--- src/ebvc_pkg.sv ---
////////////////////
// Shared widths, data types and opcode table.
// Datapath operation, register select and step enums.
////////////////////
`default_nettype none

package ebvc_pkg;

	localparam int DATA_W    = 8;              // Data word.
	localparam int ADDR_W    = 8;              // Address word.
	localparam int MEM_DEPTH = 1 << ADDR_W;    // Unified program and data bytes.

	typedef logic [DATA_W-1:0] byte_t;
	typedef logic [ADDR_W-1:0] addr_t;

	localparam addr_t RESET_PC = '0;           // Every run starts here.

	// Bits [4:3] of the load and store opcodes give the register.
	typedef enum logic [7:0] {
		OP_NOP = 8'h00,
		OP_LDX = 8'h01, OP_LIX = 8'h02, OP_STX = 8'h03,
		OP_LDY = 8'h09, OP_LIY = 8'h0A, OP_STY = 8'h0B,
		OP_LDZ = 8'h11, OP_LIZ = 8'h12, OP_STZ = 8'h13,
		OP_INZ = 8'h15, OP_DEZ = 8'h16, OP_CLZ = 8'h17,
		OP_LDA = 8'h19, OP_LIA = 8'h1A, OP_STA = 8'h1B, OP_CLA = 8'h1C,
		OP_ADX = 8'h21, OP_ADY = 8'h22, OP_ADZ = 8'h23, OP_ADD = 8'h24, OP_ADI = 8'h25,
		OP_SUX = 8'h36, OP_SUY = 8'h37, OP_SUZ = 8'h38, OP_SUB = 8'h39, OP_SUI = 8'h3A,
		OP_JMP = 8'h81, OP_JZS = 8'h82, OP_JZC = 8'h83, OP_JCS = 8'h84, OP_JCC = 8'h85,
		OP_CMP = 8'hC1, OP_CMI = 8'hC2, OP_CPX = 8'hC3, OP_CPY = 8'hC4, OP_CPZ = 8'hC5,
		OP_CLC = 8'hC6,
		OP_CLO = 8'hF9, OP_OTX = 8'hFA, OP_OTY = 8'hFB, OP_OTZ = 8'hFC, OP_OTA = 8'hFD,
		OP_HLT = 8'hFF
	} opcode_e;

	typedef enum logic [1:0] {
		SEL_X,                                 // Index 0.
		SEL_Y,
		SEL_Z,
		SEL_A                                  // Accumulator.
	} reg_sel_e;

	// CMP with a destination other than A only clears carry (CLC).
	typedef enum logic [2:0] {
		ALU_PASS,                              // Load operand.
		ALU_ADD,                               // A + operand, both flags.
		ALU_SUB,                               // A - operand, both flags.
		ALU_CMP,                               // Flags only.
		ALU_INC,
		ALU_DEC,
		ALU_CLR,                               // One register to zero.
		ALU_CLR_ACC                            // A, carry and zero.
	} alu_op_e;

	typedef enum logic [2:0] {
		IDLE,                                  // Host owns memory.
		FETCH,                                 // Opcode address out.
		DECODE,                                // Opcode back, one-byte ops run.
		OPERAND,                               // Operand byte address out.
		READ,                                  // Direct address handling.
		EXEC                                   // Multi-byte ops finish.
	} step_e;

endpackage

`default_nettype wire

--- src/ebvc_datapath.sv ---
////////////////////
// X, Y, Z and A registers with carry and zero flags.
// Add, subtract, compare, store data and output port.
////////////////////
`timescale 1ns/1ps
`default_nettype none

module ebvc_datapath (
	input  logic                clk,
	input  logic                rst_n,
	input  logic                ld_en,
	input  ebvc_pkg::alu_op_e   alu_op,
	input  ebvc_pkg::reg_sel_e  dst_sel,
	input  ebvc_pkg::reg_sel_e  src_sel,
	input  logic                src_mem,
	input  logic                port_op,
	input  logic                clear_all,
	input  ebvc_pkg::byte_t     cpu_rdata,
	output ebvc_pkg::byte_t     cpu_wdata,
	output logic                carry,
	output logic                zero,
	output ebvc_pkg::byte_t     port_a,
	output logic                port_strobe
);

	ebvc_pkg::byte_t           rf [4];     // Indexed by reg_sel_e.
	ebvc_pkg::byte_t           acc;
	ebvc_pkg::byte_t           operand;
	logic [ebvc_pkg::DATA_W:0] sum;        // Bit 8 is carry out.
	logic [ebvc_pkg::DATA_W:0] diff;       // Bit 8 is borrow.

	assign acc       = rf[ebvc_pkg::SEL_A];
	assign operand   = src_mem ? cpu_rdata : rf[src_sel];
	assign sum       = {1'b0, acc} + {1'b0, operand};
	assign diff      = {1'b0, acc} - {1'b0, operand};
	assign cpu_wdata = rf[src_sel];         // Store source.

	always_ff @(posedge clk) begin
		if (!rst_n) begin
			rf          <= '{default: '0};
			carry       <= 1'b0;
			zero        <= 1'b0;
			port_a      <= '0;
			port_strobe <= 1'b0;
		end else begin
			port_strobe <= port_op;         // Aligned with port_a update.
			if (port_op) begin
				// CLO arrives as a clear.
				port_a <= (alu_op == ebvc_pkg::ALU_CLR) ? '0 : rf[src_sel];
			end
			if (clear_all) begin
				rf    <= '{default: '0};    // Run start.
				carry <= 1'b0;
				zero  <= 1'b0;
			end else if (ld_en) begin
				case (alu_op)
					ebvc_pkg::ALU_PASS: rf[dst_sel] <= operand;
					ebvc_pkg::ALU_ADD: begin
						rf[ebvc_pkg::SEL_A] <= sum[ebvc_pkg::DATA_W-1:0];
						carry               <= sum[ebvc_pkg::DATA_W];
						zero                <= (sum[ebvc_pkg::DATA_W-1:0] == '0);
					end
					ebvc_pkg::ALU_SUB: begin
						rf[ebvc_pkg::SEL_A] <= diff[ebvc_pkg::DATA_W-1:0];
						carry               <= diff[ebvc_pkg::DATA_W];  // Operand > A.
						zero                <= (diff[ebvc_pkg::DATA_W-1:0] == '0);
					end
					ebvc_pkg::ALU_CMP: begin
						if (dst_sel == ebvc_pkg::SEL_A) begin
							carry <= (operand >= acc);
							zero  <= (operand == acc);
						end else begin
							carry <= 1'b0;      // CLC.
						end
					end
					ebvc_pkg::ALU_INC: rf[dst_sel] <= rf[dst_sel] + 1'b1;
					ebvc_pkg::ALU_DEC: rf[dst_sel] <= rf[dst_sel] - 1'b1;
					ebvc_pkg::ALU_CLR: rf[dst_sel] <= '0;
					ebvc_pkg::ALU_CLR_ACC: begin
						rf[ebvc_pkg::SEL_A] <= '0;
						carry               <= 1'b0;
						zero                <= 1'b0;
					end
				endcase
			end
		end
	end

endmodule

`default_nettype wire

--- src/ebvc_mem.sv ---
////////////////////
// 256-byte memory, registered read.
// CPU port while busy, four-phase host port when idle.
////////////////////
`timescale 1ns/1ps
`default_nettype none

module ebvc_mem (
	input  logic            clk,
	input  logic            rst_n,
	input  logic            busy,          // Sequencer owns the array.
	input  ebvc_pkg::addr_t cpu_addr,
	input  logic            cpu_we,
	input  ebvc_pkg::byte_t cpu_wdata,
	output ebvc_pkg::byte_t cpu_rdata,
	input  logic            host_req,
	input  logic            host_we,
	input  ebvc_pkg::addr_t host_addr,
	input  ebvc_pkg::byte_t host_wdata,
	output logic            host_ack,
	output ebvc_pkg::byte_t host_rdata
);

	ebvc_pkg::byte_t mem [ebvc_pkg::MEM_DEPTH];
	logic            host_go;              // Host access this cycle.

	// New request only, and never under a run.
	assign host_go = host_req && !host_ack && !busy;

	// Ack FSM, the ack bit is the state.
	always_ff @(posedge clk) begin
		if (!rst_n) begin
			host_ack <= 1'b0;
		end else if (host_go) begin
			host_ack <= 1'b1;              // Access done, raise ack.
		end else if (host_ack && !host_req) begin
			host_ack <= 1'b0;              // Req dropped, release.
		end
	end

	// Single array port, muxed by ownership.
	always_ff @(posedge clk) begin
		if (busy) begin
			if (cpu_we) begin
				mem[cpu_addr] <= cpu_wdata;    // Store instruction.
			end
			cpu_rdata <= mem[cpu_addr];    // Valid next cycle.
		end else if (host_go) begin
			if (host_we) begin
				mem[host_addr] <= host_wdata;
			end
			host_rdata <= mem[host_addr];  // Old byte on a write.
		end
	end

endmodule

`default_nettype wire

--- src/ebvc_sequencer.sv ---
////////////////////
// Program counter, instruction register and step FSM.
// Opcode decode into datapath controls, jump conditions.
////////////////////
`timescale 1ns/1ps
`default_nettype none

module ebvc_sequencer (
	input  logic                clk,
	input  logic                rst_n,
	input  logic                run,
	input  ebvc_pkg::byte_t     cpu_rdata,
	input  logic                carry,
	input  logic                zero,
	output ebvc_pkg::addr_t     cpu_addr,
	output logic                cpu_we,
	output logic                busy,
	output logic                ld_en,
	output ebvc_pkg::alu_op_e   alu_op,
	output ebvc_pkg::reg_sel_e  dst_sel,
	output ebvc_pkg::reg_sel_e  src_sel,
	output logic                src_mem,
	output logic                port_op,
	output logic                clear_all
);

	ebvc_pkg::step_e   state;
	ebvc_pkg::addr_t   pc;
	ebvc_pkg::opcode_e ir;
	ebvc_pkg::addr_t   oa;             // Direct operand address.
	logic              rd_wait;        // Second READ cycle.
	ebvc_pkg::opcode_e op;             // Opcode being decoded.
	logic              d_op;           // Datapath operation.
	logic              d_imm;
	logic              d_dir;
	logic              d_st;
	logic              d_jmp;
	logic              d_port;
	logic              d_hlt;
	logic              d_taken;
	logic              multi;          // Has an operand byte.

	// Opcode arrives from memory in DECODE, held in ir after.
	assign op = (state == ebvc_pkg::DECODE) ? ebvc_pkg::opcode_e'(cpu_rdata) : ir;

	// Operation and destination.
	always_comb begin
		alu_op  = ebvc_pkg::ALU_PASS;
		dst_sel = ebvc_pkg::SEL_A;
		case (op)
			ebvc_pkg::OP_LDX, ebvc_pkg::OP_LDY, ebvc_pkg::OP_LDZ, ebvc_pkg::OP_LDA,
			ebvc_pkg::OP_LIX, ebvc_pkg::OP_LIY, ebvc_pkg::OP_LIZ, ebvc_pkg::OP_LIA:
				dst_sel = ebvc_pkg::reg_sel_e'(op[4:3]);
			ebvc_pkg::OP_INZ: begin
				alu_op  = ebvc_pkg::ALU_INC;
				dst_sel = ebvc_pkg::SEL_Z;
			end
			ebvc_pkg::OP_DEZ: begin
				alu_op  = ebvc_pkg::ALU_DEC;
				dst_sel = ebvc_pkg::SEL_Z;
			end
			ebvc_pkg::OP_CLZ: begin
				alu_op  = ebvc_pkg::ALU_CLR;
				dst_sel = ebvc_pkg::SEL_Z;
			end
			ebvc_pkg::OP_CLA: alu_op = ebvc_pkg::ALU_CLR_ACC;
			ebvc_pkg::OP_ADX, ebvc_pkg::OP_ADY, ebvc_pkg::OP_ADZ,
			ebvc_pkg::OP_ADD, ebvc_pkg::OP_ADI: alu_op = ebvc_pkg::ALU_ADD;
			ebvc_pkg::OP_SUX, ebvc_pkg::OP_SUY, ebvc_pkg::OP_SUZ,
			ebvc_pkg::OP_SUB, ebvc_pkg::OP_SUI: alu_op = ebvc_pkg::ALU_SUB;
			ebvc_pkg::OP_CPX, ebvc_pkg::OP_CPY, ebvc_pkg::OP_CPZ,
			ebvc_pkg::OP_CMP, ebvc_pkg::OP_CMI: alu_op = ebvc_pkg::ALU_CMP;
			ebvc_pkg::OP_CLC: begin
				alu_op  = ebvc_pkg::ALU_CMP;
				dst_sel = ebvc_pkg::SEL_X;     // Carry-only variant.
			end
			ebvc_pkg::OP_CLO: alu_op = ebvc_pkg::ALU_CLR;
			default: ;
		endcase
	end

	// Instruction class, unknown opcodes fall out as NOP.
	always_comb begin
		d_op   = 1'b0;
		d_imm  = 1'b0;
		d_dir  = 1'b0;
		d_st   = 1'b0;
		d_jmp  = 1'b0;
		d_port = 1'b0;
		d_hlt  = 1'b0;
		case (op)
			ebvc_pkg::OP_LDX, ebvc_pkg::OP_LDY, ebvc_pkg::OP_LDZ, ebvc_pkg::OP_LDA,
			ebvc_pkg::OP_ADD, ebvc_pkg::OP_SUB, ebvc_pkg::OP_CMP: begin
				d_op  = 1'b1;
				d_dir = 1'b1;
			end
			ebvc_pkg::OP_LIX, ebvc_pkg::OP_LIY, ebvc_pkg::OP_LIZ, ebvc_pkg::OP_LIA,
			ebvc_pkg::OP_ADI, ebvc_pkg::OP_SUI, ebvc_pkg::OP_CMI: begin
				d_op  = 1'b1;
				d_imm = 1'b1;
			end
			ebvc_pkg::OP_STX, ebvc_pkg::OP_STY, ebvc_pkg::OP_STZ,
			ebvc_pkg::OP_STA: d_st = 1'b1;
			ebvc_pkg::OP_INZ, ebvc_pkg::OP_DEZ, ebvc_pkg::OP_CLZ, ebvc_pkg::OP_CLA,
			ebvc_pkg::OP_ADX, ebvc_pkg::OP_ADY, ebvc_pkg::OP_ADZ,
			ebvc_pkg::OP_SUX, ebvc_pkg::OP_SUY, ebvc_pkg::OP_SUZ,
			ebvc_pkg::OP_CPX, ebvc_pkg::OP_CPY, ebvc_pkg::OP_CPZ,
			ebvc_pkg::OP_CLC: d_op = 1'b1;
			ebvc_pkg::OP_JMP, ebvc_pkg::OP_JZS, ebvc_pkg::OP_JZC,
			ebvc_pkg::OP_JCS, ebvc_pkg::OP_JCC: d_jmp = 1'b1;
			ebvc_pkg::OP_CLO, ebvc_pkg::OP_OTX, ebvc_pkg::OP_OTY,
			ebvc_pkg::OP_OTZ, ebvc_pkg::OP_OTA: d_port = 1'b1;
			ebvc_pkg::OP_HLT: d_hlt = 1'b1;
			default: ;
		endcase
	end

	// Source register for arithmetic, compare, output and store.
	always_comb begin
		case (op)
			ebvc_pkg::OP_ADX, ebvc_pkg::OP_SUX, ebvc_pkg::OP_CPX,
			ebvc_pkg::OP_OTX, ebvc_pkg::OP_STX: src_sel = ebvc_pkg::SEL_X;
			ebvc_pkg::OP_ADY, ebvc_pkg::OP_SUY, ebvc_pkg::OP_CPY,
			ebvc_pkg::OP_OTY, ebvc_pkg::OP_STY: src_sel = ebvc_pkg::SEL_Y;
			ebvc_pkg::OP_ADZ, ebvc_pkg::OP_SUZ, ebvc_pkg::OP_CPZ,
			ebvc_pkg::OP_OTZ, ebvc_pkg::OP_STZ: src_sel = ebvc_pkg::SEL_Z;
			default: src_sel = ebvc_pkg::SEL_A;
		endcase
	end

	// Jump condition from the flags.
	always_comb begin
		case (op)
			ebvc_pkg::OP_JZS: d_taken = zero;
			ebvc_pkg::OP_JZC: d_taken = !zero;
			ebvc_pkg::OP_JCS: d_taken = carry;
			ebvc_pkg::OP_JCC: d_taken = !carry;
			default: d_taken = 1'b1;       // JMP.
		endcase
	end

	assign multi     = d_imm || d_dir || d_st || d_jmp;
	assign src_mem   = d_imm || d_dir;      // Operand on cpu_rdata in EXEC.
	assign busy      = (state != ebvc_pkg::IDLE);
	assign clear_all = (state == ebvc_pkg::IDLE) && run;
	assign ld_en     = d_op && (((state == ebvc_pkg::DECODE) && !multi) ||
		(state == ebvc_pkg::EXEC));
	assign port_op   = d_port && (state == ebvc_pkg::DECODE);
	assign cpu_we    = d_st && (state == ebvc_pkg::EXEC);
	assign cpu_addr  = (((state == ebvc_pkg::READ) && rd_wait) || cpu_we) ? oa : pc;

	always_ff @(posedge clk) begin
		if (!rst_n) begin
			state   <= ebvc_pkg::IDLE;
			pc      <= ebvc_pkg::RESET_PC;
			ir      <= ebvc_pkg::OP_NOP;
			rd_wait <= 1'b0;
		end else begin
			case (state)
				ebvc_pkg::IDLE: begin
					if (run) begin
						pc    <= ebvc_pkg::RESET_PC;
						state <= ebvc_pkg::FETCH;
					end
				end
				ebvc_pkg::FETCH: begin
					pc    <= pc + 1'b1;
					state <= ebvc_pkg::DECODE;
				end
				ebvc_pkg::DECODE: begin
					ir <= op;
					if (multi) begin
						state <= ebvc_pkg::OPERAND;
					end else if (d_hlt) begin
						state <= ebvc_pkg::IDLE;   // Busy drops next cycle.
					end else begin
						state <= ebvc_pkg::FETCH;
					end
				end
				ebvc_pkg::OPERAND: begin
					pc    <= pc + 1'b1;        // Also the not-taken skip.
					state <= (d_imm || d_jmp) ? ebvc_pkg::EXEC : ebvc_pkg::READ;
				end
				ebvc_pkg::READ: begin
					if (rd_wait) begin
						rd_wait <= 1'b0;
						state   <= ebvc_pkg::EXEC;
					end else if (d_st) begin
						state <= ebvc_pkg::EXEC;   // Write needs no data read.
					end else begin
						rd_wait <= 1'b1;
					end
				end
				ebvc_pkg::EXEC: begin
					if (d_jmp && d_taken) begin
						pc <= cpu_rdata;
					end
					state <= ebvc_pkg::FETCH;
				end
				default: state <= ebvc_pkg::IDLE;
			endcase
		end
	end

	// Address byte arrives in the first READ cycle.
	always_ff @(posedge clk) begin
		if ((state == ebvc_pkg::READ) && !rd_wait) begin
			oa <= cpu_rdata;
		end
	end

endmodule

`default_nettype wire

--- src/ebvc_top.sv ---
////////////////////
// Top level of the accumulator computer.
// Memory, sequencer and datapath.
////////////////////
`timescale 1ns/1ps
`default_nettype none

module ebvc_top (
	input  logic            clk,
	input  logic            rst_n,
	input  logic            run,            // One-cycle start pulse.
	input  logic            host_req,
	input  logic            host_we,
	input  ebvc_pkg::addr_t host_addr,
	input  ebvc_pkg::byte_t host_wdata,
	output logic            host_ack,
	output ebvc_pkg::byte_t host_rdata,
	output logic            busy,
	output ebvc_pkg::byte_t port_a,
	output logic            port_strobe
);

	ebvc_pkg::addr_t    cpu_addr;
	logic               cpu_we;
	ebvc_pkg::byte_t    cpu_wdata;
	ebvc_pkg::byte_t    cpu_rdata;
	logic               ld_en;
	ebvc_pkg::alu_op_e  alu_op;
	ebvc_pkg::reg_sel_e dst_sel;
	ebvc_pkg::reg_sel_e src_sel;
	logic               src_mem;
	logic               port_op;
	logic               clear_all;
	logic               carry;
	logic               zero;

	ebvc_mem u_mem (
		.clk        (clk),
		.rst_n      (rst_n),
		.busy       (busy),
		.cpu_addr   (cpu_addr),
		.cpu_we     (cpu_we),
		.cpu_wdata  (cpu_wdata),
		.cpu_rdata  (cpu_rdata),
		.host_req   (host_req),
		.host_we    (host_we),
		.host_addr  (host_addr),
		.host_wdata (host_wdata),
		.host_ack   (host_ack),
		.host_rdata (host_rdata)
	);

	ebvc_sequencer u_seq (
		.clk       (clk),
		.rst_n     (rst_n),
		.run       (run),
		.cpu_rdata (cpu_rdata),
		.carry     (carry),
		.zero      (zero),
		.cpu_addr  (cpu_addr),
		.cpu_we    (cpu_we),
		.busy      (busy),
		.ld_en     (ld_en),
		.alu_op    (alu_op),
		.dst_sel   (dst_sel),
		.src_sel   (src_sel),
		.src_mem   (src_mem),
		.port_op   (port_op),
		.clear_all (clear_all)
	);

	ebvc_datapath u_dp (
		.clk         (clk),
		.rst_n       (rst_n),
		.ld_en       (ld_en),
		.alu_op      (alu_op),
		.dst_sel     (dst_sel),
		.src_sel     (src_sel),
		.src_mem     (src_mem),
		.port_op     (port_op),
		.clear_all   (clear_all),
		.cpu_rdata   (cpu_rdata),
		.cpu_wdata   (cpu_wdata),
		.carry       (carry),
		.zero        (zero),
		.port_a      (port_a),
		.port_strobe (port_strobe)
	);

endmodule

`default_nettype wire

--- config.mk ---
export PLATFORM = sky130hd
export DESIGN_NAME = ebvc_top
export DESIGN_NICKNAME = d
export VERILOG_FILES = /design/src/ebvc_pkg.sv /design/src/ebvc_datapath.sv /design/src/ebvc_mem.sv /design/src/ebvc_sequencer.sv /design/src/ebvc_top.sv
export SDC_FILE = /design/constraint.sdc
export NUM_CORES = 2
export LEC_CHECK = 0
export BUFFER_PORTS_ARGS = -buffer_cell sky130_fd_sc_hd__buf_4
export CAP_MARGIN = 20
export CORE_ASPECT_RATIO = 0.7
export CORE_MARGIN = 1
export CORE_UTILIZATION = 45
export DETAILED_ROUTE_END_ITERATION = 12
export PLACE_DENSITY = 0.64
export SLEW_MARGIN = 20
export SYNTH_ARGS = -nofsm -noshare
export SYNTH_HDL_FRONTEND = slang
export SYNTH_SLANG_ARGS = --single-unit
--- constraint.sdc ---
create_clock -name clk -period 28.3 [get_ports clk]
set_input_delay 5.66 -clock clk [delete_from_list [all_inputs] [get_ports clk]]
set_output_delay 5.66 -clock clk [all_outputs]
set_load 0.05 [all_outputs]
==> metrics list <==
- The flow ran to the end, and the final reports show no timing, DRC or antenna violations.
- Counting distinct cell types in the post-synthesis netlist gives 97.
- Headroom to the max-slew limit came out at 0.165.
- The worst setup path is of the in2reg kind.
- The number of gates resized after CTS was 0.
* Number of enable flip-flop cells after synthesis: 2072
- Dividing the detail-routed via count by the number of cells gives 6.98.
* Area share of the leading cell type in the synthesized netlist: 0.595
- The detailed router put a total of 150000 um of wire on met1.
* CP max stage cell: buf_4
- Worst-path cell chain: buf_8, buf_4, buf_4, buf_4, mux4_2, mux4_2, mux4_2, mux4_2
- DRT iter0 DRCs: 15700
- Across the VDD grid, the largest voltage drop is 0.0594 mV.
* Dominant cells by area after synthesis: edfxtp_1 59%, mux4_2 15%, nand2_1 7.7%
- On the critical path the largest part of the delay comes from buffers and inverters.
- The Yosys step of the flow raised 0 warnings.
- Counting stages on the worst path, the most repeated cell is mux4_2.
- After detailed routing, the total wire length is 393000 um.
- The floorplan has 147 rows.
* Total die area: 234000 sq um
- After routing, the total negative slack on setup checks comes to 0 ns.
- Entering global routing, the biggest net connects 177 pins.
- Ratio of final minimum period to clock period: 0.374
- The share of the Yosys chip area taken by registers is 0.607.
- The worst register-to-register path ends at u_mem.cpu_rdata[3]$_DFFE_PP_.
* Startpoint type of the worst setup path: input pin
* Final count of hold timing violations: 0
- The die is 578 um wide.
- Post-route non-filler standard cell count: 11100
* CP peak stage delay: 0.87 ns
- The synthesized design contains 2136 register bits.
* Slack of the critical path: 17.71 ns
- Counting both buffers and inverters, the worst setup path holds a total of 4.
* Unrepaired setup endpoints after global routing: no
* Post-route antenna net violation count: 0
* Slew @ Worst Pin: 1.25 ns
- Across all layers, the routed design uses 77600 vias.
* Hold Startpoint: u_dp.port_a[4]$_SDFFE_PN0P_
* Total power: 7.65 mW
* Leakage power figure: 37.9 nW
* Routed length per instance: 35.3 um
- The congestion estimate from routability-driven global placement came to 0.989.
- Each instance of the synthesized netlist takes up on average 12.9 sq um.
- Once placement completed, the tool counted placed cells totaling 10700.
- Die Ht: 405 um
* Number of cell instances on the worst register-to-register path: 14
- Share of cells above drive strength 1: 0.160
- Initial antenna violation count: 43
* Met2 Routed Length: 152000 um
* Nature of the critical path endpoint: flop
* Clock latency at the later pin of the worst-skew pair: 0.90 ns
- The number of global-route vias before repair was 69900.
- Post-Place Worst Slack: 16.55 ns
- For this design the top-level I/O count stands at 40.
* Number of failing setup endpoints in the final timing report: 0
* Area of the placeable core: 230000 sq um
- Highest attainable clock frequency: 94.4 MHz
* Highest metal layer with signal wires: met5
- Origin of the critical flop-to-flop path: u_mem.cpu_rdata[7]$_DFFE_PP_
* Critical Path RT: 28.93 ns
* Count of H-tree levels built during CTS: 4
- Post-Synthesis Net Count: 8145
- The min-delay analysis places its worst path in the category reg2reg.
- For hold timing, the worst endpoint is u_dp.port_a[4]$_SDFFE_PN0P_.
- Layout net count: 7911
- Counting I/O delays and the setup requirement, the final critical path takes 10.59 ns.
* Power density cells: 66.7 nW/um^2
- In this run the tool buffered the top-level ports with 39 buffer cells.
- Global-route usage over all layers: 0.330
* Initial Util: 0.454
* Data arrival at the endpoint of the critical path: 11.22 ns
* Met3 Routed Length: 75300 um
- Counting instances, the worst hold path has a depth of 2.
* Largest driver fanout on the critical path: 61
- Skew final: 0.0703 ns
- TritonCTS built the clock tree.
- The synthesized netlist occupies a cell area of 105000 sq um.
- TritonCTS buffer count: 208
* Clock slew at reported path FFs: 0.07 ns
* Hold buffer count at CTS: 0
- First-pass GRT wire length: 549000 um
- The HPWL after detailed placement is 253000 um.
- Dominant cell type by area after synthesis: edfxtp_1
- Root Driver: clkbuf_16
- Compared with the post-synthesis result, the final layout area differs by 9.67%.
- In the routed design, unresolved DRC markers number 0.
- For this design, the sink count on the clock tree is 2136.
- Total overflow reported by the global router: 0
- Share of flip-flops with an asynchronous set or reset: 0
* Maximum buffer depth of the clock tree: 4
- Across the run, the number of max-cap violations was 0.
* Slew Viols, Final: 0
- In this run the register-to-register setup slack is 20.15 ns.
- The number of setup buffers added after CTS is 0.
- Synthesis produced a netlist whose cell count is 8106.
* Top_reg_cell synth: edfxtp_1
* Number of optimization iterations in the first detailed-route pass: 9
- Once layout is complete, the utilization of the core stands at 0.498.
-- cell usage after synthesis, drive strengths merged, types with 23 or more instances --
| cell type | n |
|---|---|
| a32oi | 24 |
| inv | 30 |
| clkbuf | 269 |
| a211oi | 30 |
| a31oi | 144 |
| nor2 | 402 |
| nand2b | 23 |
| mux2i | 79 |
| nand2 | 2135 |
| o21ai | 81 |
| nor4 | 33 |
| mux4 | 680 |
| a311oi | 114 |
| dfxtp | 64 |
| nand4 | 60 |
| and3 | 204 |
| nor3 | 29 |
| a21oi | 115 |
| a22oi | 23 |
| buf | 363 |
| nand3 | 814 |
| edfxtp | 2072 |
-- worst min-delay path: cells and delay by family, from the launching register on --
kind,cells,cell delay (ns)
flip-flops,1,0.31
AO/OA/AOI/OAI,1,0.06
AND/OR/NAND/NOR,1,0.05
-- area by class of cell --
| cell class | instances | area [sq um] |
|---|---|---|
| clock inverter | 134 | 1660 |
| tap | 3054 | 3820 |
| fill | 19300 | 116000 |
| sequential | 2136 | 63500 |
| timing repair buffer | 188 | 1620 |
| inverter | 30 | 113 |
| antenna | 22 | 55.1 |
| clock buffer | 244 | 5430 |
| multi-input combinational | 5308 | 38600 |
-- how the worst max path moves through the flow --
stage / from / cells past startpoint / endpoint / slack (ns)
after floorplan: host_req / 6 / u_mem.mem[0][1]$_DFFE_PP_ / 9.50
after global placement: host_addr[0] / 8 / u_mem.host_rdata[5]$_DFFE_PP_ / 16.63
after detailed placement: host_addr[0] / 8 / u_mem.host_rdata[5]$_DFFE_PP_ / 16.55
after CTS: host_addr[0] / 8 / u_mem.host_rdata[5]$_DFFE_PP_ / 17.48
after global routing: host_addr[0] / 8 / u_mem.host_rdata[5]$_DFFE_PP_ / 17.32
final: host_addr[0] / 8 / u_mem.host_rdata[4]$_DFFE_PP_ / 17.71
-- layout by cell type, fill, tap and decap left out, types with 60 or more instances in the layout --
cell type,n
mux4_2,680
a21oi_1,113
nor2_1,387
nand3_1,814
a311oi_1,114
dfxtp_1,64
clkbuf_16,211
a31oi_1,143
edfxtp_1,2072
buf_4,167
o21ai_0,75
mux2i_1,76
nand2_1,2116
and3_1,203
nand4_1,60
-- sequential cells by signal, summed over array words and instances, names as in the netlist, named ones only --
name / count
u_seq.oa: 8
u_mem.cpu_rdata: 8
u_seq.pc: 8
u_dp.carry: 1
u_seq.ir: 8
u_mem.host_ack: 1
u_dp.zero: 1
u_dp.port_a: 8
u_seq.rd_wait: 1
u_seq.state: 3
u_dp.port_strobe: 1
u_mem.mem: 2048
u_mem.host_rdata: 8
-- through the flow --
step                hold slack [ns]  area (sq um)
floorplan                     0.424        105000
global placement              0.445        108000
detailed placement            0.457        108000
CTS                           0.466        115000
global route                  0.492        115000
finish                        0.466        115000
-- routing by layer --
| layer | global-route usage | up-vias |
|---|---|---|
| met5 | 0 | - |
| li1 | - | 30500 |
| met1 | 0.482 | 38700 |
| met2 | 0.418 | 7438 |
| met4 | 0.121 | 48 |
| met3 | 0.159 | 905 |
-- logic make-up (layout without fill, tap and decap cells) --
family / after synthesis / in the layout / share of synthesized area
multiplexers: 770 / 770 / 0.155
XOR/XNOR: 26 / 26 / 0.00218
AO/OA/AOI/OAI: 693 / 693 / 0.0472
AND/OR/NAND/NOR: 3801 / 3801 / 0.158
adder cells (fa/ha/maj): 18 / 18 / 0.00222
other: 0 / 22 / 0
buffers and inverters: 662 / 596 / 0.0275
flip-flops: 2136 / 2136 / 0.607
-- power by group --
part	leakage (nW)	switching, mW	total (mW)	internal, mW
logic	14.9	0.791	1.10	0.312
registers	19.6	0.0379	3.56	3.52
clock network	3.43	1.29	2.99	1.70
Power figures use the tool's default switching activity.
